[src/verilog/div_cfg_pkg.sv]
package div_cfg_pkg;

	// Numerator and quotient share one width
	localparam int numer_width = 32;

	// Denominator and remainder share one width
	localparam int denom_width = 32;

	// Iteration counter, wide enough to count numer_width steps
	localparam int count_width = $clog2(numer_width + 1);

endpackage

[src/verilog/div_regs_pkg.sv]
package div_regs_pkg;

	localparam int addr_width = 3;
	localparam int data_width = 32;

	// Register map
	localparam logic [addr_width-1:0] addr_numer  = 3'd0;
	localparam logic [addr_width-1:0] addr_denom  = 3'd1;
	localparam logic [addr_width-1:0] addr_ctrl   = 3'd2;
	localparam logic [addr_width-1:0] addr_status = 3'd3;
	localparam logic [addr_width-1:0] addr_quot   = 3'd4;
	localparam logic [addr_width-1:0] addr_rem    = 3'd5;

	// Bit positions in the status register
	localparam int stat_busy = 0;
	localparam int stat_done = 1;

endpackage

[src/verilog/div_reg_block.sv]
`timescale 1ns/100ps

module div_reg_block (
	input  logic                                  clk,
	input  logic                                  clr,
	input  logic                                  wr_en,
	input  logic [div_regs_pkg::addr_width-1:0]   addr,
	input  logic [div_regs_pkg::data_width-1:0]   wdata,
	output logic [div_regs_pkg::data_width-1:0]   rdata,
	output logic                                  start,
	output logic [div_cfg_pkg::numer_width-1:0]   numer,
	output logic [div_cfg_pkg::denom_width-1:0]   denom,
	input  logic [div_cfg_pkg::numer_width-1:0]   quot,
	input  logic [div_cfg_pkg::denom_width-1:0]   rem,
	input  logic                                  done,
	output logic                                  busy,
	output logic                                  done_flag
);

	logic                                 start_req;
	logic [div_cfg_pkg::numer_width-1:0]  quot_r;
	logic [div_cfg_pkg::denom_width-1:0]  rem_r;

	// A start request while a division runs is dropped
	assign start_req = wr_en && (addr == div_regs_pkg::addr_ctrl) && wdata[0] && !busy;

	// Operand registers
	always_ff @(posedge clk or posedge clr) begin
		if (clr) begin
			numer <= '0;
			denom <= '0;
		end else if (wr_en) begin
			case (addr)
				div_regs_pkg::addr_numer: begin
					numer <= wdata[div_cfg_pkg::numer_width-1:0];
				end
				div_regs_pkg::addr_denom: begin
					denom <= wdata[div_cfg_pkg::denom_width-1:0];
				end
				default: begin
				end
			endcase
		end
	end

	// Start pulse, busy and the sticky done flag
	always_ff @(posedge clk or posedge clr) begin
		if (clr) begin
			start     <= 1'b0;
			busy      <= 1'b0;
			done_flag <= 1'b0;
		end else begin
			start <= start_req;
			if (start_req) begin
				busy      <= 1'b1;
				done_flag <= 1'b0;
			end else if (done) begin
				busy      <= 1'b0;
				done_flag <= 1'b1;
			end
		end
	end

	// Result capture
	always_ff @(posedge clk or posedge clr) begin
		if (clr) begin
			quot_r <= '0;
			rem_r  <= '0;
		end else if (done) begin
			quot_r <= quot;
			rem_r  <= rem;
		end
	end

	// Unused addresses and CTRL read back as zero
	always_comb begin
		rdata = '0;
		case (addr)
			div_regs_pkg::addr_numer: begin
				rdata[div_cfg_pkg::numer_width-1:0] = numer;
			end
			div_regs_pkg::addr_denom: begin
				rdata[div_cfg_pkg::denom_width-1:0] = denom;
			end
			div_regs_pkg::addr_status: begin
				rdata[div_regs_pkg::stat_busy] = busy;
				rdata[div_regs_pkg::stat_done] = done_flag;
			end
			div_regs_pkg::addr_quot: begin
				rdata[div_cfg_pkg::numer_width-1:0] = quot_r;
			end
			div_regs_pkg::addr_rem: begin
				rdata[div_cfg_pkg::denom_width-1:0] = rem_r;
			end
			default: begin
			end
		endcase
	end

endmodule

[src/verilog/nonrestore_div.sv]
`timescale 1ns/100ps

module nonrestore_div #(
	parameter int numer_width = div_cfg_pkg::numer_width,
	parameter int denom_width = div_cfg_pkg::denom_width
) (
	input  logic                    clk,
	input  logic                    clr,
	input  logic                    start,
	input  logic [numer_width-1:0]  numer,
	input  logic [denom_width-1:0]  denom,
	output logic [numer_width-1:0]  quot,
	output logic [denom_width-1:0]  rem,
	output logic                    done
);

	// Grows past the package width when the core is built wider
	localparam int count_width = ($clog2(numer_width + 1) > div_cfg_pkg::count_width) ?
		$clog2(numer_width + 1) : div_cfg_pkg::count_width;

	localparam logic [3:0] s_idle    = 4'b0001;
	localparam logic [3:0] s_iterate = 4'b0010;
	localparam logic [3:0] s_correct = 4'b0100;
	localparam logic [3:0] s_output  = 4'b1000;

	logic [3:0]              state;
	logic [count_width-1:0]  count;
	logic [denom_width-1:0]  denom_r;
	logic [denom_width:0]    part_rem;
	logic [denom_width:0]    part_shift;
	logic [denom_width:0]    part_next;

	// The partial remainder and the quotient shift left as one register
	assign part_shift = {part_rem[denom_width-1:0], quot[numer_width-1]};

	// A negative partial remainder adds the divisor back, otherwise subtract it
	assign part_next = part_rem[denom_width] ? part_shift + {1'b0, denom_r} :
		part_shift - {1'b0, denom_r};

	always_ff @(posedge clk or posedge clr) begin
		if (clr) begin
			state <= s_idle;
			count <= '0;
			done  <= 1'b0;
		end else begin
			done <= 1'b0;
			case (state)
				s_idle: begin
					if (start) begin
						count <= '0;
						state <= s_iterate;
					end
				end
				s_iterate: begin
					count <= count + 1'b1;
					if (count == count_width'(numer_width - 1)) begin
						state <= s_correct;
					end
				end
				s_correct: begin
					done  <= 1'b1;
					state <= s_output;
				end
				s_output: begin
					state <= s_idle;
				end
				default: begin
					state <= s_idle;
				end
			endcase
		end
	end

	always_ff @(posedge clk) begin
		case (state)
			s_idle: begin
				if (start) begin
					denom_r  <= denom;
					quot     <= numer;
					part_rem <= '0;
				end
			end
			s_iterate: begin
				part_rem <= part_next;
				// New sign clear means the subtraction fit
				quot     <= {quot[numer_width-2:0], ~part_next[denom_width]};
			end
			s_correct: begin
				if (part_rem[denom_width]) begin
					rem <= part_rem[denom_width-1:0] + denom_r;
				end else begin
					rem <= part_rem[denom_width-1:0];
				end
			end
			default: begin
			end
		endcase
	end

endmodule

[src/verilog/div_unit_top.sv]
`timescale 1ns/100ps

module div_unit_top (
	input  logic                                 clk,
	input  logic                                 clr,
	input  logic                                 wr_en,
	input  logic [div_regs_pkg::addr_width-1:0]  addr,
	input  logic [div_regs_pkg::data_width-1:0]  wdata,
	output logic [div_regs_pkg::data_width-1:0]  rdata,
	output logic                                 busy,
	output logic                                 done_flag
);

	logic                                 start;
	logic                                 done;
	logic [div_cfg_pkg::numer_width-1:0]  numer;
	logic [div_cfg_pkg::denom_width-1:0]  denom;
	logic [div_cfg_pkg::numer_width-1:0]  quot;
	logic [div_cfg_pkg::denom_width-1:0]  rem;

	div_reg_block div_reg_block_i (
		.clk       (clk),
		.clr       (clr),
		.wr_en     (wr_en),
		.addr      (addr),
		.wdata     (wdata),
		.rdata     (rdata),
		.start     (start),
		.numer     (numer),
		.denom     (denom),
		.quot      (quot),
		.rem       (rem),
		.done      (done),
		.busy      (busy),
		.done_flag (done_flag)
	);

	// Core sized from the package so its ports match the register block
	nonrestore_div #(
		.numer_width (div_cfg_pkg::numer_width),
		.denom_width (div_cfg_pkg::denom_width)
	) nonrestore_div_i (
		.clk   (clk),
		.clr   (clr),
		.start (start),
		.numer (numer),
		.denom (denom),
		.quot  (quot),
		.rem   (rem),
		.done  (done)
	);

endmodule

[config.mk]
export PLATFORM = sky130hd
export DESIGN_NAME = div_unit_top
export DESIGN_NICKNAME = d
export VERILOG_FILES = /design/src/verilog/div_cfg_pkg.sv /design/src/verilog/div_regs_pkg.sv /design/src/verilog/div_reg_block.sv /design/src/verilog/nonrestore_div.sv /design/src/verilog/div_unit_top.sv
export SDC_FILE = /design/constraint.sdc
export NUM_CORES = 1
export LEC_CHECK = 0
export BUFFER_PORTS_ARGS = -buffer_cell sky130_fd_sc_hd__buf_2
export CELL_PAD_IN_SITES_DETAIL_PLACEMENT = 0
export CELL_PAD_IN_SITES_GLOBAL_PLACEMENT = 2
export CORE_AREA = 2 2 191 193
export DETAILED_ROUTE_END_ITERATION = 7
export DIE_AREA = 0 0 193 195
export PLACE_DENSITY = 0.86
export SETUP_SLACK_MARGIN = 0.1
export SKIP_CTS_REPAIR_TIMING = 1
export SKIP_LAST_GASP = 1
export SLEW_MARGIN = 40
export SYNTH_ARGS = -nofsm -noshare
export SYNTH_HDL_FRONTEND = slang
export SYNTH_SLANG_ARGS = --single-unit
export TNS_END_PERCENT = 10
[constraint.sdc]
create_clock -name clk -period 5.5 [get_ports clk]
set_input_delay 0.55 -clock clk [delete_from_list [all_inputs] [get_ports clk]]
set_output_delay 0.55 -clock clk [all_outputs]
set_load 0.01 [all_outputs]
==> metrics list <==
- Run status: finished, final reports clean
- Via density: 5.551
- Row count: 69
- The biggest area contributor in the post-synthesis netlist is sky130_fd_sc_hd__edfxtp_1.
- Nets@finish: 1,494
- The clock reaches the later pin of the worst-skew pair after 0.55 ns.
- STA classifies the critical path startpoint as a flop.
- Counting flops with a built-in enable in the synthesized netlist gives around 130.
- Number of instances in the synthesized netlist: roughly 1,300
- Clock Pin Slew Worst Setup and Hold Paths: roughly 0.060 ns
- The cell sitting at the root of the clock tree is a sky130_fd_sc_hd__clkbuf_16.
- Normalized max-slew margin: 55.18%
- For the worst setup path, the data required time is 5.78 ns.
- TritonCTS built the clock tree.
- Setup violations remaining at the end of the flow were counted as 0.
- Crit Reg-Reg Endpoint: nonrestore_div_i.quot[0]$_DFFE_PP_
- Synthesis inferred 271 register bits.
- In the routed design, unresolved DRC markers number 0.
- Average wire per cell in the routed design: 19.78 um
* Inserted Clock Buffers: 29
- Worst clock skew: 0.01814 ns
- Share of the clock period used by the worst path after layout: 81.58%
- The critical path in this run is classified as flop to flop.
* Vias after detailed routing: between 10,000 and 15,000
- The tool flagged a number of max-cap violations equal to 0.
- Sequential elements use 50.04% of the synthesized area.
- STA puts the critical path data arrival time at 4.76 ns.
* Largest net degree at the start of global routing: 85
- The total area inside the core boundary comes to between 30,000 and 40,000 um^2.
- For this block, the initial DRC count from the detailed router was 567.
- Of all nets on the critical path, the largest fanout is 8.
- Unique cell type count in the Yosys netlist: 76
- The floorplan step defined a die boundary enclosing roughly 38,000 um^2.
* Yosys synthesis warning count: 0
* Main synth FF type: sky130_fd_sc_hd__dfrtp_1
- Top-area cell type share of the netlist area: 26.10%
- The floorplan step set the die height to 195 um.
- In this run the mean area of a mapped cell was 11.09 um^2.
- Highest ir drop seen on vdd: 0.2360 mV
- Power density of the placed cells: around 290 nW/um^2
- Summed over all nets, the half-perimeter wirelength after detailed placement is 25,660 um.
- For the pin with the worst max-slew slack, the measured transition is 0.6723 ns.
- Compared with the post-synthesis result, the final layout area differs by 12.52%.
- Setup total negative slack on the finished layout was measured at 0 ns.
* IO Count: 72
- ANT cells: 0
- R2R depth: 15
* Setup slack, reg-to-reg: around 1 ns
* Maximum achievable frequency: 0.2229 GHz
- Critical Path Sink Type: flop
* Final count of hold timing violations: 0
- Initial core utilization: roughly two fifths
* Cell Area, Synth: 14,840 um^2
- Via count of the first global-routing pass: 10,440
* Most area-consuming cells after synthesis: sky130_fd_sc_hd__edfxtp_1 26%, sky130_fd_sc_hd__dfrtp_1 24%, sky130_fd_sc_hd__mux2_2 12%
- Total routing resource utilization after global routing: 19.75%
* Residual antenna-violating net count after detailed routing: 0
- In this run the critical register-to-register path is launched from nonrestore_div_i.denom_r[4]$_DFFE_PP_.
* Leak: around 7.1 nW
* Port-buffer cells: 71
* Dominant cell by count in the synthesized netlist: sky130_fd_sc_hd__nand2_1
- Max Buffers Root-to-Sink: 3
- For this design, the sink count on the clock tree is ~270.
- Power comes to 0.004776 W.
- GRT overflow: 0
* FFs w/ async S/R, synth: 52.40%
* Post-synthesis net count: approximately 1,400
- After layout, the minimum clock period comes to 4.487 ns.
* Fin. max-slew vios: 0
* Global-route wire length before repair: ~58,000 um
- Post-synth top cells: 169 x sky130_fd_sc_hd__nand2_1, 152 x sky130_fd_sc_hd__mux2_2, 141 x sky130_fd_sc_hd__dfrtp_1, 129 x sky130_fd_sc_hd__edfxtp_1, 92 x sky130_fd_sc_hd__nor2_1
- Summed over all layers, the routed wires come to 37,050 um.
- Die W: 193 um
- CTS H-tree depth: 1
- Of the cells placed in the final design, the portion with a size suffix greater than 1 is between 20% and 30%.
- The tightest min-delay check is of the input port to asynchronous set/reset pin type.
* Initial antenna violation count: 0
- Setup repair after global routing left no endpoint under its margin.
* Detailed-router iteration count before antenna repair: 5
* Weighted congestion reported at the end of routability-driven placement: slightly above 0.8
[per-layer routing]
metal	wire length, um	vias up	global-route usage [%]
met5	0	-	0
met4	854	0	4.545
met3	1084	47	1.761
met2	18770	185	34.41
met1	16340	5148	26.62
li1	-	5017	-
[state kept, by name, summed over array words and instances, names as in the netlist]
register and flops:
div_reg_block_i.busy 1, div_reg_block_i.denom 32, div_reg_block_i.done_flag 1, div_reg_block_i.numer 32, div_reg_block_i.quot_r 32, div_reg_block_i.rem_r 32, div_reg_block_i.start 1, nonrestore_div_i.count 6
nonrestore_div_i.denom_r 32, nonrestore_div_i.done 1, nonrestore_div_i.part_rem 33, nonrestore_div_i.quot 32, nonrestore_div_i.rem 32, nonrestore_div_i.state 4
[per-stage QoR]
stage	hold slack (ns)	worst slack [ns]	utilization [%]	area, um^2	cells
2_1_floorplan	0.4381	1.113	-	14840	1338
6_report	0.08236	1.013	47.19	16700	1873
4_1_cts	0.1785	1.039	47.17	16700	1873
3_3_place_gp	0.4530	1.142	44.23	15660	1816
5_1_grt	0.1424	0.5591	47.19	16700	1873
3_5_place_dp	0.4591	1.044	44.46	15740	1819
[where the power goes]
| group | leakage [nW] | total (W) | internal [W] | switching, W |
|---|---|---|---|---|
| sequential | 3.01 | 0.00239 | 0.00227 | 0.000116 |
| combinational | 3.62 | 0.000432 | 0.000208 | 0.000225 |
| clock | 0.474 | 0.00196 | 0.00113 | 0.000824 |
| total | 7.10 | 0.00478 | 0.00361 | 0.00116 |
[critical path, cell delays in order (launching register included)]
cell and delay, ns:
sky130_fd_sc_hd__edfxtp_1 0.46, sky130_fd_sc_hd__or4_4 0.58, sky130_fd_sc_hd__nor3b_2 0.34, sky130_fd_sc_hd__nand3_1 0.26, sky130_fd_sc_hd__nor4b_2 0.42, sky130_fd_sc_hd__nor2_1 0.09
sky130_fd_sc_hd__xnor2_1 0.16, sky130_fd_sc_hd__ha_1 0.40, sky130_fd_sc_hd__a21oi_1 0.24, sky130_fd_sc_hd__o21ai_1 0.11, sky130_fd_sc_hd__a21o_1 0.19, sky130_fd_sc_hd__a21o_1 0.17
sky130_fd_sc_hd__a221oi_1 0.31, sky130_fd_sc_hd__o41ai_2 0.14, sky130_fd_sc_hd__xnor2_1 0.26, sky130_fd_sc_hd__o21ai_1 0.08
[kinds of logic after synthesis]
logic type / synth area share (%)
multiplexers: 12.09
adder cells (fa/ha/maj): 5.748
buffers and inverters: 2.377
flip-flops: 50.04
XOR/XNOR: 4.830
AO/OA/AOI/OAI: 12.46
AND/OR/NAND/NOR: 12.46
[placed cells by master, fill, tap and decap left out, types with 32 or more instances in the layout]
cell type / count
sky130_fd_sc_hd__nand2_1: 169
sky130_fd_sc_hd__buf_2: 71
sky130_fd_sc_hd__xor2_1: 51
sky130_fd_sc_hd__nor2_1: 89
sky130_fd_sc_hd__ha_1: 65
sky130_fd_sc_hd__clkbuf_16: 32
sky130_fd_sc_hd__a22oi_1: 61
sky130_fd_sc_hd__mux2_2: 152
sky130_fd_sc_hd__dfrtp_1: 140
sky130_fd_sc_hd__edfxtp_1: 129
sky130_fd_sc_hd__a21oi_1: 75
[worst max-delay path by stage]
stage                                                from                                           to  cells past startpoint
floorplan           nonrestore_div_i.state[1]$_DFFE_PP0P_            nonrestore_div_i.rem[0]$_DFFE_PP_                      1
global placement    nonrestore_div_i.denom_r[4]$_DFFE_PP_           nonrestore_div_i.quot[0]$_DFFE_PP_                     15
detailed placement  nonrestore_div_i.denom_r[4]$_DFFE_PP_           nonrestore_div_i.quot[0]$_DFFE_PP_                     15
CTS                 nonrestore_div_i.denom_r[4]$_DFFE_PP_           nonrestore_div_i.quot[0]$_DFFE_PP_                     15
global route        nonrestore_div_i.denom_r[2]$_DFFE_PP_  nonrestore_div_i.part_rem[31]$_SDFFCE_PN0P_                     15
finish              nonrestore_div_i.denom_r[4]$_DFFE_PP_           nonrestore_div_i.quot[0]$_DFFE_PP_                     15
[layout make-up]
class	count	area (um^2)
timing repair buffer	86	523.0
clock inverter	13	103.9
tap	461	576.8
multi-input combinational	974	7103
clock buffer	41	854.6
inverter	27	111.4
sequential	271	7430
fill	3282	18690
(Power assumes the default switching activity.)
